$ cat src/common/dhcp_pkg.sv
package dhcp_pkg;

  ////////////////////////////////////////////////////////////
  // sizes
  ////////////////////////////////////////////////////////////
  localparam int opt_len        = 16;                      // bytes per option slot
  localparam int opt_num_tx     = 4;                       // msg type, req ip, client id, host
  localparam int dhcp_hdr_len   = 240;                     // bootp header incl magic cookie
  localparam int opt_tot_len_tx = opt_num_tx*opt_len + 1;  // all slots plus end byte
  localparam int udp_hdr_len    = 8;

  ////////////////////////////////////////////////////////////
  // option codes and fixed values
  ////////////////////////////////////////////////////////////
  localparam logic [7:0] opt_message_type = 8'd53;
  localparam logic [7:0] opt_requested_ip = 8'd50;
  localparam logic [7:0] opt_client_id    = 8'd61;
  localparam logic [7:0] opt_hostname     = 8'd12;
  localparam logic [7:0] opt_pad          = 8'd0;
  localparam logic [7:0] opt_end          = 8'd255;

  localparam logic [7:0] opt_message_type_len = 8'd1;
  localparam logic [7:0] opt_requested_ip_len = 8'd4;
  localparam logic [7:0] opt_client_id_len    = 8'd7;  // htype + 6 byte hw address

  localparam logic [7:0] msg_discover = 8'd1;
  localparam logic [7:0] msg_request  = 8'd3;

  localparam logic [15:0] dhcp_cli_port  = 16'd68;
  localparam logic [15:0] dhcp_srv_port  = 16'd67;
  localparam logic [31:0] magic_cookie   = 32'h63825363;
  localparam logic [31:0] ipv4_broadcast = 32'hffffffff;

  // config register map
  localparam logic [1:0] cfg_addr_mac_hi = 2'd0;  // data[15:0] -> chaddr[47:32]
  localparam logic [1:0] cfg_addr_mac_lo = 2'd1;  // data[31:0] -> chaddr[31:0]
  localparam logic [1:0] cfg_addr_ctrl   = 2'd2;
  localparam int         cfg_ctrl_hostname_bit = 0;
  localparam int         cfg_ctrl_bcast_bit    = 1;

  ////////////////////////////////////////////////////////////
  // types
  ////////////////////////////////////////////////////////////
  typedef struct packed {
    logic [7:0]  msg_type;
    logic [31:0] xid;
    logic [31:0] req_ip;
    logic        req_ip_pres;  // add requested ip option
  } dhcp_req_t;

  typedef struct packed {
    logic [47:0] chaddr;
    logic        hostname_en;
    logic        bcast_flag;
  } dhcp_cfg_t;

  typedef struct packed {
    logic [1:0]  addr;
    logic [31:0] data;
  } cfg_wr_t;

  // one option slot, field view
  typedef struct packed {
    logic [7:0]                  code;
    logic [7:0]                  len;
    logic [0:opt_len-3][7:0]     payload;  // payload[0] goes out first
  } dhcp_opt_fld_t;

  // slot as sent byte by byte or as code/len/payload
  typedef union packed {
    logic [0:opt_len-1][7:0] raw;  // raw[0] is the code byte
    dhcp_opt_fld_t           fld;
  } dhcp_opt_u;

  typedef struct packed {
    logic [7:0] dat;
    logic       sof;
    logic       eof;
  } dhcp_strm_t;

  typedef struct packed {
    logic [31:0] src_ip;
    logic [31:0] dst_ip;
    logic [15:0] src_port;
    logic [15:0] dst_port;
    logic [15:0] length;  // udp length incl udp header
  } udp_meta_t;

endpackage : dhcp_pkg

$ cat src/dhcp_tx/dhcp_byte_tx.sv
module dhcp_byte_tx import dhcp_pkg::*; (
  input  logic                       clk,
  input  logic                       fsm_rst,
  input  logic                       asm_valid,
  output logic                       asm_ready,
  input  dhcp_opt_u [0:opt_num_tx-1] asm_opts,
  input  logic [7:0]                 asm_opt_bytes,
  input  dhcp_req_t                  asm_req,
  input  dhcp_cfg_t                  cfg,
  output logic                       strm_valid,
  input  logic                       strm_ready,
  output dhcp_strm_t                 strm,
  output logic                       meta_valid,
  output udp_meta_t                  meta
);

  localparam int cnt_w = $clog2(dhcp_hdr_len + opt_tot_len_tx);
  localparam int hdr_w = $clog2(dhcp_hdr_len);
  localparam int ofs_w = $clog2(opt_len);
  localparam int idx_w = $clog2(opt_num_tx);
  localparam int pos_w = ofs_w + idx_w;

  // bootp field offsets
  localparam int hdr_xid    = 4;
  localparam int hdr_flags  = 10;
  localparam int hdr_chaddr = 28;
  localparam int hdr_cookie = 236;

  logic                         busy;
  logic                         load;      // buffer handover
  logic                         take;      // byte accepted
  logic [cnt_w-1:0]             byte_cnt;
  logic [cnt_w-1:0]             last_cnt;  // index of end byte
  logic [pos_w-1:0]             opt_pos;
  logic [idx_w-1:0]             opt_idx;
  logic [ofs_w-1:0]             opt_ofs;
  dhcp_opt_u [0:opt_num_tx-1]   opts_q;
  logic [31:0]                  xid_q;
  logic [47:0]                  chaddr_q;
  logic                         bcast_q;
  logic [0:dhcp_hdr_len-1][7:0] hdr;

  assign asm_ready = ~busy;
  assign load      = asm_valid && asm_ready;
  assign take      = strm_valid && strm_ready;

  ////////////////////////////////////////////////////////////
  // transmit control
  ////////////////////////////////////////////////////////////
  always_ff @(posedge clk) begin
    if (fsm_rst) begin
      busy       <= 1'b0;
      strm_valid <= 1'b0;
      meta_valid <= 1'b0;
      byte_cnt   <= '0;
    end else if (load) begin
      busy       <= 1'b1;
      strm_valid <= 1'b1;  // first byte next cycle
      meta_valid <= 1'b1;
      byte_cnt   <= '0;
    end else if (take) begin
      if (byte_cnt == last_cnt) begin
        busy       <= 1'b0;  // ready for next buffer
        strm_valid <= 1'b0;
        meta_valid <= 1'b0;
      end else begin
        byte_cnt <= byte_cnt + 1'b1;  // stalls with strm_ready low
      end
    end
  end

  // frame contents, captured at handover
  always_ff @(posedge clk) begin
    if (load) begin
      opts_q        <= asm_opts;
      last_cnt      <= cnt_w'(dhcp_hdr_len) + cnt_w'(asm_opt_bytes) - 1'b1;
      xid_q         <= asm_req.xid;
      chaddr_q      <= cfg.chaddr;
      bcast_q       <= cfg.bcast_flag;
      meta.src_ip   <= '0;              // no lease yet
      meta.dst_ip   <= ipv4_broadcast;
      meta.src_port <= dhcp_cli_port;
      meta.dst_port <= dhcp_srv_port;
      meta.length   <= 16'(udp_hdr_len + dhcp_hdr_len) + 16'(asm_opt_bytes);
    end
  end

  ////////////////////////////////////////////////////////////
  // byte select
  ////////////////////////////////////////////////////////////
  always_comb begin
    hdr                    = '0;             // secs, addresses, sname, file
    hdr[0]                 = 8'd1;           // op bootrequest
    hdr[1]                 = 8'd1;           // htype ethernet
    hdr[2]                 = 8'd6;           // hlen
    hdr[hdr_xid +: 4]      = xid_q;
    hdr[hdr_flags]         = {bcast_q, 7'd0};  // broadcast flag is bit 15
    hdr[hdr_chaddr +: 6]   = chaddr_q;       // 10 zero bytes follow
    hdr[hdr_cookie +: 4]   = magic_cookie;
  end

  assign opt_pos = pos_w'(byte_cnt - cnt_w'(dhcp_hdr_len));
  assign opt_idx = opt_pos[ofs_w +: idx_w];  // which slot
  assign opt_ofs = opt_pos[ofs_w-1:0];       // byte within slot

  always_comb begin
    strm.sof = strm_valid && (byte_cnt == '0);
    strm.eof = strm_valid && (byte_cnt == last_cnt);
    if (byte_cnt < cnt_w'(dhcp_hdr_len)) begin
      strm.dat = hdr[byte_cnt[hdr_w-1:0]];
    end else if (byte_cnt < last_cnt) begin
      strm.dat = opts_q[opt_idx].raw[opt_ofs];
    end else begin
      strm.dat = opt_end;  // closes option list
    end
  end

endmodule : dhcp_byte_tx

$ cat src/dhcp_tx/dhcp_opt_asm.sv
module dhcp_opt_asm import dhcp_pkg::*; #(
  parameter int                           hostname_len = 8,
  parameter logic [0:hostname_len-1][7:0] hostname     = "localnya"
) (
  input  logic                       clk,
  input  logic                       fsm_rst,
  input  logic                       req_valid,
  output logic                       req_ready,
  input  dhcp_req_t                  req,
  input  dhcp_cfg_t                  cfg,
  output logic                       asm_valid,
  input  logic                       asm_ready,
  output dhcp_opt_u [0:opt_num_tx-1] asm_opts,
  output logic [7:0]                 asm_opt_bytes,
  output dhcp_req_t                  asm_req
);

  typedef enum logic [1:0] {st_idle, st_load, st_shift, st_hold} state_t;

  state_t                        state;
  dhcp_req_t                     req_q;    // captured request
  dhcp_opt_u [0:opt_num_tx-1]    slot_d;   // prototype slots, built from req_q/cfg
  dhcp_opt_u [0:opt_num_tx-1]    proto;    // slots being shifted out
  dhcp_opt_u [0:opt_num_tx-1]    opt_buf;  // compacted holding buffer
  logic [opt_num_tx-1:0]         pres;     // bit 0 belongs to proto[0]
  logic [$clog2(opt_num_tx)-1:0] slot_cnt;
  logic [$clog2(opt_num_tx)-1:0] wr_idx;   // next free entry in opt_buf
  logic [7:0]                    opt_bytes;
  logic                          last_slot;

  assign last_slot     = (slot_cnt == opt_num_tx-1);
  assign asm_opts      = opt_buf;
  assign asm_opt_bytes = opt_bytes;
  assign asm_req       = req_q;

  ////////////////////////////////////////////////////////////
  // prototype slots
  ////////////////////////////////////////////////////////////
  always_comb begin
    for (int i = 0; i < opt_num_tx; i++) begin
      slot_d[i].raw = {opt_len{opt_pad}};  // pad tail of every slot
    end
    slot_d[0].fld.code       = opt_message_type;
    slot_d[0].fld.len        = opt_message_type_len;
    slot_d[0].fld.payload[0] = req_q.msg_type;
    slot_d[1].fld.code         = opt_requested_ip;
    slot_d[1].fld.len          = opt_requested_ip_len;
    slot_d[1].fld.payload[0:3] = req_q.req_ip;
    slot_d[2].fld.code         = opt_client_id;
    slot_d[2].fld.len          = opt_client_id_len;
    slot_d[2].fld.payload[0]   = 8'd1;  // htype ethernet
    slot_d[2].fld.payload[1:6] = cfg.chaddr;
    slot_d[3].fld.code                        = opt_hostname;
    slot_d[3].fld.len                         = 8'(hostname_len);
    slot_d[3].fld.payload[0:hostname_len-1]   = hostname;
  end

  ////////////////////////////////////////////////////////////
  // control
  ////////////////////////////////////////////////////////////
  always_ff @(posedge clk) begin
    if (fsm_rst) begin
      state     <= st_idle;
      req_ready <= 1'b0;        // comes up one cycle after reset
      asm_valid <= 1'b0;
      pres      <= '0;
      slot_cnt  <= '0;
      wr_idx    <= '0;
      opt_bytes <= '0;
    end else begin
      case (state)
        st_idle: begin
          req_ready <= 1'b1;
          if (req_valid && req_ready) begin
            req_ready <= 1'b0;
            state     <= st_load;
          end
        end
        st_load: begin          // slots latched this cycle
          pres      <= {cfg.hostname_en, 1'b1, req_q.req_ip_pres, 1'b1};
          slot_cnt  <= '0;
          wr_idx    <= '0;
          opt_bytes <= '0;
          state     <= st_shift;
        end
        st_shift: begin
          pres     <= pres >> 1;
          slot_cnt <= slot_cnt + 1'b1;
          if (pres[0]) begin
            wr_idx <= wr_idx + 1'b1;
          end
          opt_bytes <= opt_bytes + (pres[0] ? 8'(opt_len) : 8'd0)
                                 + (last_slot ? 8'd1 : 8'd0);  // end byte
          if (last_slot) begin
            asm_valid <= 1'b1;
            state     <= st_hold;
          end
        end
        st_hold: begin
          if (asm_ready) begin  // buffer copied downstream
            asm_valid <= 1'b0;
            req_ready <= 1'b1;
            state     <= st_idle;
          end
        end
        default: state <= st_idle;
      endcase
    end
  end

  // datapath
  always_ff @(posedge clk) begin
    if (req_valid && req_ready) begin
      req_q <= req;
    end
    if (state == st_load) begin
      proto <= slot_d;
    end
    if (state == st_shift) begin
      proto[0:opt_num_tx-2] <= proto[1:opt_num_tx-1];
      if (pres[0]) begin
        opt_buf[wr_idx] <= proto[0];  // keeps slot order
      end
    end
  end

endmodule : dhcp_opt_asm

$ cat src/logic/dhcp_cfg_regs.sv
module dhcp_cfg_regs import dhcp_pkg::*; (
  input  logic      clk,
  input  logic      fsm_rst,
  input  logic      cfg_wr_valid,
  output logic      cfg_wr_ready,
  input  cfg_wr_t   cfg_wr,
  output dhcp_cfg_t cfg
);

  logic wr_en;

  assign cfg_wr_ready = 1'b1;                       // no wait states
  assign wr_en        = cfg_wr_valid && cfg_wr_ready;

  ////////////////////////////////////////////////////////////
  // register write decode
  ////////////////////////////////////////////////////////////
  always_ff @(posedge clk) begin
    if (fsm_rst) begin
      cfg.chaddr      <= '0;
      cfg.hostname_en <= 1'b0;                      // no hostname option by default
      cfg.bcast_flag  <= 1'b1;                      // ask server for broadcast reply
    end else if (wr_en) begin
      case (cfg_wr.addr)
        cfg_addr_mac_hi: begin
          cfg.chaddr[47:32] <= cfg_wr.data[15:0];   // upper 16 bits only
        end
        cfg_addr_mac_lo: begin
          cfg.chaddr[31:0] <= cfg_wr.data;
        end
        cfg_addr_ctrl: begin
          cfg.hostname_en <= cfg_wr.data[cfg_ctrl_hostname_bit];
          cfg.bcast_flag  <= cfg_wr.data[cfg_ctrl_bcast_bit];
        end
        default: ;                                  // unmapped address is ignored
      endcase
    end
  end

endmodule : dhcp_cfg_regs

$ cat src/logic/dhcp_tx_top.sv
module dhcp_tx_top import dhcp_pkg::*; #(
  parameter int                           hostname_len = 8,
  parameter logic [0:hostname_len-1][7:0] hostname     = "localnya"
) (
  input  logic       clk,
  input  logic       fsm_rst,
  input  logic       cfg_wr_valid,
  output logic       cfg_wr_ready,
  input  cfg_wr_t    cfg_wr,
  input  logic       req_valid,
  output logic       req_ready,
  input  dhcp_req_t  req,
  output logic       strm_valid,
  input  logic       strm_ready,
  output dhcp_strm_t strm,
  output logic       meta_valid,
  output udp_meta_t  meta
);

  dhcp_cfg_t                  cfg;
  logic                       asm_valid;
  logic                       asm_ready;
  dhcp_opt_u [0:opt_num_tx-1] asm_opts;
  logic [7:0]                 asm_opt_bytes;  // incl end byte
  dhcp_req_t                  asm_req;

  // hw address and control bits
  dhcp_cfg_regs dhcp_cfg_regs_inst (
    .clk          (clk),
    .fsm_rst      (fsm_rst),
    .cfg_wr_valid (cfg_wr_valid),
    .cfg_wr_ready (cfg_wr_ready),
    .cfg_wr       (cfg_wr),
    .cfg          (cfg)
  );

  dhcp_opt_asm #(
    .hostname_len (hostname_len),
    .hostname     (hostname)
  ) dhcp_opt_asm_inst (
    .clk           (clk),
    .fsm_rst       (fsm_rst),
    .req_valid     (req_valid),
    .req_ready     (req_ready),
    .req           (req),
    .cfg           (cfg),
    .asm_valid     (asm_valid),
    .asm_ready     (asm_ready),
    .asm_opts      (asm_opts),
    .asm_opt_bytes (asm_opt_bytes),
    .asm_req       (asm_req)
  );

  dhcp_byte_tx dhcp_byte_tx_inst (
    .clk           (clk),
    .fsm_rst       (fsm_rst),
    .asm_valid     (asm_valid),
    .asm_ready     (asm_ready),
    .asm_opts      (asm_opts),
    .asm_opt_bytes (asm_opt_bytes),
    .asm_req       (asm_req),
    .cfg           (cfg),
    .strm_valid    (strm_valid),
    .strm_ready    (strm_ready),
    .strm          (strm),
    .meta_valid    (meta_valid),
    .meta          (meta)
  );

endmodule : dhcp_tx_top

$ cat config.mk
export PLATFORM = sky130hd
export DESIGN_NAME = dhcp_tx_top
export DESIGN_NICKNAME = d
export VERILOG_FILES = /design/src/common/dhcp_pkg.sv /design/src/dhcp_tx/dhcp_byte_tx.sv /design/src/dhcp_tx/dhcp_opt_asm.sv /design/src/logic/dhcp_cfg_regs.sv /design/src/logic/dhcp_tx_top.sv
export SDC_FILE = /design/constraint.sdc
export NUM_CORES = 1
export LEC_CHECK = 0
export ABC_CLOCK_PERIOD_IN_PS = 10300
export CAP_MARGIN = 25
export CORE_MARGIN = 3
export CORE_UTILIZATION = 50
export DETAILED_ROUTE_END_ITERATION = 8
export DONT_BUFFER_PORTS = 1
export GPL_TIMING_DRIVEN = 0
export PLACE_DENSITY_LB_ADDON = 0.3
export SYNTH_ARGS = -nofsm -noshare
export SYNTH_HDL_FRONTEND = slang
export SYNTH_SLANG_ARGS = --single-unit
$ cat constraint.sdc
create_clock -name clk -period 10.3 [get_ports clk]
set_input_delay 2.06 -clock clk [delete_from_list [all_inputs] [get_ports clk]]
set_output_delay 2.06 -clock clk [all_outputs]
set_load 0.01 [all_outputs]
==> results of run 1 <==
==> cell type report <==
class / count / area (um^2)
flip-flops and latches: 935 / 27300
repair buffers: 9 / 248
plain buffers: 184 / 1240
fillers: 5087 / 28500
inverters: 32 / 130
multi-input cells: 854 / 6510
clock inverters: 59 / 577
well taps: 921 / 1150
clock buffers: 104 / 2360
==> layer usage <==
layer  wire length, um  vias to the layer above  track usage, %
li1                  -                     7426               -
met1             30200                     8325            27.8
met2             36000                      583            33.0
met3              4940                      116            3.58
met4              2130                        2            7.17
met5                13                        -               0
==> synth_stat cells (3+ instances only) <==
library cell / number / area share, %
buf_4: 111 / 2.4
or2_2: 27 / 0.49
mux2i_1: 19 / 0.55
nor4_1: 5 / 0.090
and3_1: 14 / 0.25
nand3_1: 21 / 0.30
nand4_1: 5 / 0.090
clkbuf_1: 48 / 0.52
nand2b_1: 12 / 0.22
a31oi_1: 6 / 0.11
nor2b_1: 31 / 0.56
a22oi_1: 12 / 0.26
a32oi_1: 6 / 0.15
o21ai_0: 16 / 0.23
nor3_1: 11 / 0.16
nand3b_1: 3 / 0.065
mux2_2: 40 / 1.3
dfxtp_1: 80 / 4.6
buf_6: 9 / 0.29
mux4_2: 69 / 4.5
xor2_1: 10 / 0.25
buf_2: 6 / 0.086
a21oi_1: 80 / 1.2
ha_1: 32 / 1.2
clkbuf_8: 4 / 0.16
a311oi_1: 4 / 0.10
inv_1: 31 / 0.34
a211oi_1: 6 / 0.13
mux4_1: 8 / 0.61
nand2_1: 130 / 1.4
a21o_1: 7 / 0.15
buf_1: 5 / 0.054
edfxtp_1: 855 / 74
xnor2_1: 12 / 0.30
and2_1: 81 / 1.5
nor2_1: 38 / 0.41
==> stage by stage <==
stage	TNS (ns)	power (uW)	std cells	util, %
finish	0	8950	3098	58.1
CTS	0	9020	3098	58.1
floorplan	0	5520	2005	-
global placement	-144.87	5830	2926	53.3
detailed placement	0	5820	2935	53.8
global route	0	9290	3098	58.1
==> placed cells by master (no fill, tap or decap), types with 19 or more instances in the layout <==
master       n
a21oi_1     80
and2_1      81
buf_4      111
clkbuf_1    59
clkbuf_16   92
clkinv_2    20
conb_1     104
dfxtp_1     80
edfxtp_1   855
ha_1        31
inv_1       29
mux2_2      40
mux2i_1     19
mux4_2      69
nand2_1    130
nand3_1     21
nor2_1      38
nor2b_1     31
or2_2       27
==> sequential cells by signal (all words and copies together) (netlist names), 2 cells and up <==
name and count:
dhcp_byte_tx_inst.opts_q 256, dhcp_opt_asm_inst.asm_opts 256, dhcp_opt_asm_inst.proto 171, dhcp_opt_asm_inst.asm_req 73
dhcp_cfg_regs_inst.cfg 50, dhcp_byte_tx_inst.chaddr_q 48, dhcp_byte_tx_inst.xid_q 32, dhcp_byte_tx_inst.byte_cnt 9
dhcp_byte_tx_inst.last_cnt 9, dhcp_byte_tx_inst.meta 9, dhcp_opt_asm_inst.asm_opt_bytes 8, dhcp_opt_asm_inst.pres 4
dhcp_opt_asm_inst.slot_cnt 2, dhcp_opt_asm_inst.state 2, dhcp_opt_asm_inst.wr_idx 2
==> worst max-delay path by stage <==
| stage | depth (start not counted) | slack [ns] | endpoint |
|---|---|---|---|
| floorplan | 3 | 2.04 | dhcp_byte_tx_inst.bcast_q |
| global placement | 3 | -0.46 | dhcp_byte_tx_inst.opts_q[106] |
| detailed placement | 13 | 4.18 | strm[4] |
| CTS | 13 | 3.49 | strm[4] |
| global route | 13 | 3.46 | strm[4] |
| finish | 13 | 3.55 | strm[4] |
==> report_power, final <==
part           internal, uW  switching, uW  leakage (uW)
combinational           211            484       0.00340
sequential             4830            202       0.00845
clock                  1850           1370       0.00142
total                  6900           2050        0.0133
==> critical path: cells and delay by family, from the launching register on <==
kind                     cells  cell delay, ns
flip-flops                   1            0.40
AO/OA/AOI/OAI                4            1.19
adder cells (fa/ha/maj)      1            0.47
buffers and inverters        7            1.60
multiplexers                 1            0.38
==> cell families (layout without fill, tap and decap cells) <==
group           Yosys count  after routing  share of synthesized area [%]
xor+xnor                 22             22                          0.555
simple gates            399            399                           6.02
fa+ha+maj                32             32                           1.15
mux                     136            136                           6.92
compound gates          161            161                           2.86
buf+inv                 216            388                           3.91
flops                   935            935                           78.5
other cells               2            104                         0.0216
==> impl_results.md, run 1 <==
- Status: finished, final reports clean
- Max incr delay on CP: 0.47 ns
- Final layout net count: 2,249
- Worst R2R Start: dhcp_opt_asm_inst.state[0]
- Top Ports: 238
- Crit path max fanout: 10
- Hold path cells: 0
- Number of clock sinks: 935
- CTS H-tree depth: 3
- Vias per cell: 5.31
- DP Worst Slack: 4.18 ns
- Post-synth EDFFs: 855
- Post-CTS Setup Inserts: 0
- Mapped cell area: 34,700 um^2
- Clock Skew: 0.0135 ns
- Buffers on Ports: 0
- Placed cell areas: 36,600 um^2
- Endpoints failing setup: 0
- First-pass GRT wire length: 109,000 um
- Post-cts sizing count: 0
- Total grt overflow: 0
- R2r setup slk: 6.80 ns
- CP Launch Type: register
- Post-synth cell types: 71
- Die Width: 270 um
- Fraction of layout cells with a size suffix above 1: 19.8%
- WHS: 0.409 ns
- Max-cap viol count: 0
- Power density over cell area: 227 nW/um^2
- Worst Hold Path EP: dhcp_byte_tx_inst.opts_q[329]
- Vias in the first global route: 16,500
- Slowest CP cell: ha_1
- #FFs+latches synth: 935
- Endpoint class of the critical path: output pin
- Wirelength per Cell: 23.6 um
- Clock-pin slew on the worst setup and hold paths: 0.06 ns
- Yosys warnings: 0
- Seq/Total Area, Yosys: 78.5%
- Core ar.: 68,000 um^2
- Top_reg_cell synth: edfxtp_1
- Post-Syn Instances: 1,903
- Inserted Clock Buffers: 89
- Die area: 72,700 um^2
- Worst relative slew slack: 29.0%
- Total GRT Usage: 20.3%
- Required time of the critical path: 8.24 ns
- Crit path kind: reg -> out
- Die Height: 270 um
- Worst slew pin tran: 1.06 ns
- Detail Placement HPWL: 50,100 um
- Critical Path AT: 4.69 ns
- CTS tree: built
- Post-route DRC: 0
- Routability cong.: 0.890
- R2R Path End: dhcp_opt_asm_inst.asm_opts[87]
- Layout Cell Area excl Fill: 39,500 um^2
- HP Start: dhcp_opt_asm_inst.asm_opts[329]
- Initial Utilization: 51.1%
- Vias: 16,500
- Clk buf depth: 3
- Worst path cell trace: buf_6, buf_6, buf_6, inv_1, ha_1, buf_4, buf_6, buf_2, mux4_2, a22oi_1, a211oi_1, a31oi_1, o21ai_0
- Reg2Reg Depth: 7
- Worst Hold Class: reg -> reg
- ANT nets after route: 0
- Slew Viols, Final: 0
- Leak: 0.0133 uW
- First DRT Iteration DRCs: 1,587
- Peak VDD IR: 0.170 mV
- Async S/R FF share, synth: 0%
- RSZ-0062 raised after global routing: false
- # diodes: 0
- Hold buffers post-CTS: 0
- Latest clock arrival within the worst-skew pair: 0.63 ns
- Hold Fails Final Rpt: 0
- Root Driver: clkbuf_16
- Area grow syn2layout: 13.7%
- Initial antenna violation count: 3
- Setup crit start: dhcp_byte_tx_inst.byte_cnt[4]
- Final worst slack: 3.55 ns
- Post-Route WL: 73,300 um
- Largest net degree at the start of global routing: 128
- Final period util: 65.5%
- Row count: 95
- CP dominant cell by count: buf_6
- Fmax achieved: 0.148 GHz
- Mapped Avg Cell Area: 18.2 um^2
- Router iterations before antenna repair: 5
- Crit path time final: 6.75 ns
Power figures use the tool's default switching activity.
==> run 2, diff against run 1 <==
--- a/config.mk
+++ b/config.mk
@@ -5,7 +5,7 @@
 export SDC_FILE = /design/constraint.sdc
 export NUM_CORES = 1
 export LEC_CHECK = 0
-export ABC_CLOCK_PERIOD_IN_PS = 10300
+export ABC_CLOCK_PERIOD_IN_PS = 6400
 export CAP_MARGIN = 25
 export CORE_MARGIN = 3
 export CORE_UTILIZATION = 50
==> constraint.sdc (replaced) <==
create_clock -name clk -period 6.4 [get_ports clk]
set_input_delay 1.28 -clock clk [delete_from_list [all_inputs] [get_ports clk]]
set_output_delay 1.28 -clock clk [all_outputs]
set_load 0.01 [all_outputs]
==> run 2 against run 1 <==
  * Die area stayed put
  * Utilization barely moved
  * Worst hold slack worse by 0.0042 ns
  * Largest cell class unchanged
==> impl_results.md, run 2 (synthesis gave the netlist of run 1 again) <==
- Status: finished, final reports clean
- Worst Hold Class: reg -> reg
- Placed insts: 2,942 (+0.24%)
- Root Driver: clkbuf_16
- R2r setup slk: 2.85 ns (-3.95 ns)
- Hold Fails Final Rpt: 0 (unchanged)
- Area grow syn2layout: 13.8% (about the same)
- DP Worst Slack: 1.08 ns (-3.10 ns)
- Wirelength per Cell: 23.8 um (+0.76%)
- Vias: 16,500 (+0.49%)
- CTS H-tree depth: 3 (unchanged)
- Hold buffers post-CTS: 0 (unchanged)
- Met1 Usage GRT: 27.9% (+0.097 points)
- Reg2Reg Depth: 7 (unchanged)
- Worst slew pin tran: 1.08 ns (+0.0191 ns)
- Top Ports: 238 (unchanged)
- R2R Path End: dhcp_opt_asm_inst.asm_opts[120]
- Hold path cells: 0 (unchanged)
- Clock Skew: 0.0338 ns (+0.0204 ns)
- Worst R2R Start: dhcp_opt_asm_inst.state[0]
- Slew Viols, Final: 0 (unchanged)
- Router iterations before antenna repair: 6 (+1)
- # diodes: 0 (unchanged)
- First DRT Iteration DRCs: 1,646 (+3.7%)
- Clk buf depth: 3 (unchanged)
- Detail Placement HPWL: 50,800 um (+1.2%)
- Critical Path AT: 4.66 ns (-0.03 ns)
- Crit path time final: 5.94 ns
- Fin cells: 3,105 (+0.23%)
- Die Width: 270 um (unchanged)
- Total GRT Usage: 20.3% (+0.040 points)
- Worst Hold Path EP: dhcp_byte_tx_inst.opts_q[223]
- Final period util: 92.8%
- Post-Route WL: 74,000 um (+0.99%)
- CTS tree: built
- Leak: 0.0133 uW (about the same)
- # fillers: 5,083 (-0.079%)
- RSZ-0062 raised after global routing: false
- GR Layer Usage met2: 33.5% (+0.47 points)
- Initial antenna violation count: 2 (-1)
- Fmax achieved: 0.168 GHz
- Latest clock arrival within the worst-skew pair: 0.64 ns (about the same)
- Max-cap viol count: 0 (unchanged)
- Inserted Clock Buffers: 89 (unchanged)
- HP Start: dhcp_opt_asm_inst.asm_opts[223]
- Endpoints failing setup: 0 (unchanged)
- Required time of the critical path: 5.12 ns (-3.12 ns)
- WHS: 0.405 ns (-0.00417 ns)
- Final worst slack: 0.461 ns (-3.09 ns)
- Post-CTS Setup Inserts: 0 (unchanged)
- Met3 GRT Util: 3.46% (-0.12 points)
- Power density over cell area: 361 nW/um^2 (+59%)
- Die area: 72,700 um^2 (unchanged)
- Fraction of layout cells with a size suffix above 1: 19.6% (-0.25 points)
- Busiest grt layer: met2
- ANT nets after route: 0 (unchanged)
- Number of clock sinks: 935 (unchanged)
- Initial Utilization: 51.1% (unchanged)
- Vias in the first global route: 16,800 (+1.9%)
- Commonest non-fill, non-tap cell in the layout: edfxtp_1
- First-pass GRT wire length: 109,000 um (unchanged)
- Buffers on Ports: 0 (unchanged)
- Vias per cell: 5.32 (+0.26%)
- Core ar.: 68,000 um^2 (unchanged)
- Crit path kind: reg -> out
- Routability cong.: 0.896 (+0.70%)
- Crit path max fanout: 10 (unchanged)
- Post-route DRC: 0 (unchanged)
- Sum Neg Setup Slack: 0 ns (unchanged)
- Endpoint class of the critical path: output pin
- Total grt overflow: 0 (unchanged)
- Post-cts sizing count: 0 (unchanged)
- Row count: 95 (unchanged)
- Largest net degree at the start of global routing: 75 (-41%)
- CP Launch Type: register
- Peak VDD IR: 0.275 mV (+62%)
- Final layout net count: 2,256 (+0.31%)
- Worst relative slew slack: 27.4% (-1.6 points)
- Most frequent cells in the layout: 855 x edfxtp_1, 130 x nand2_1, 111 x buf_4, 104 x conb_1, 89 x clkbuf_16
- Clock-pin slew on the worst setup and hold paths: 0.06 ns (about the same)
- Die Height: 270 um (unchanged)
-- run 2: changes by cell type in the layout (fill, tap and decap cells not counted), moves of 3 or more --
cell       delta
clkinv_2      -8
clkbuf_16     -3
buf_12        +8
bufinv_16     -3
clkbuf_1     +10
clkinv_4      -3
clkbuf_8      +6
-- run 2: through the flow --
step                      area (um^2)  total power [uW]  util [%]
final                           39500             14300      58.1
after global routing            39500             14800      58.1
after CTS                       39500             14400      58.1
after detailed placement        36700              9370      54.0
after global placement          36300              8850      53.4
after floorplan                 35100              8880         -
-- run 2: worst max-delay path by stage --
stage                                  startpoint                             to  slack, ns  cells after the start
floorplan            dhcp_byte_tx_inst.strm_valid      dhcp_byte_tx_inst.bcast_q     0.0006                      3
global placement     dhcp_byte_tx_inst.strm_valid  dhcp_byte_tx_inst.opts_q[111]      -2.10                      3
detailed placement  dhcp_byte_tx_inst.byte_cnt[4]                        strm[6]       1.08                     13
CTS                 dhcp_byte_tx_inst.byte_cnt[4]                        strm[9]       0.39                     13
global route        dhcp_byte_tx_inst.byte_cnt[4]                        strm[6]       0.30                     13
finish              dhcp_byte_tx_inst.byte_cnt[4]                        strm[6]       0.46                     13
-- run 2: critical path: stages (launching register included) --
cell,delay (ns)
dfxtp_1,0.40
buf_6,0.17
buf_6,0.20
buf_6,0.22
inv_1,0.17
ha_1,0.48
buf_4,0.29
buf_6,0.21
buf_4,0.27
mux4_2,0.27
nand2_1,0.12
a21oi_1,0.21
a21boi_0,0.10
a211oi_1,0.89
-- run 2: final cells by class --
| class | instances | area, um^2 | area share, % |
|---|---|---|---|
| buffer | 184 | 1250 | 3.16 |
| clock inverter | 46 | 442 | 1.12 |
| sequential | 935 | 27300 | 69.0 |
| tap | 921 | 1150 | 2.92 |
| multi-input combinational | 854 | 6520 | 16.5 |
| inverter | 32 | 126 | 0.320 |
| clock buffer | 117 | 2390 | 6.05 |
| timing repair buffer | 16 | 368 | 0.931 |
-- run 2: report_power, final --
part / switching [uW] / internal, uW
Clock: 2190 / 2860
Sequential: 328 / 7780
Combinational: 786 / 339
-- run 2: metal layers --
metal,wire length [um],vias to the layer above
met5,0,-
met4,1870,0
met3,5200,104
met2,36300,615
met1,30600,8366
li1,-,7447
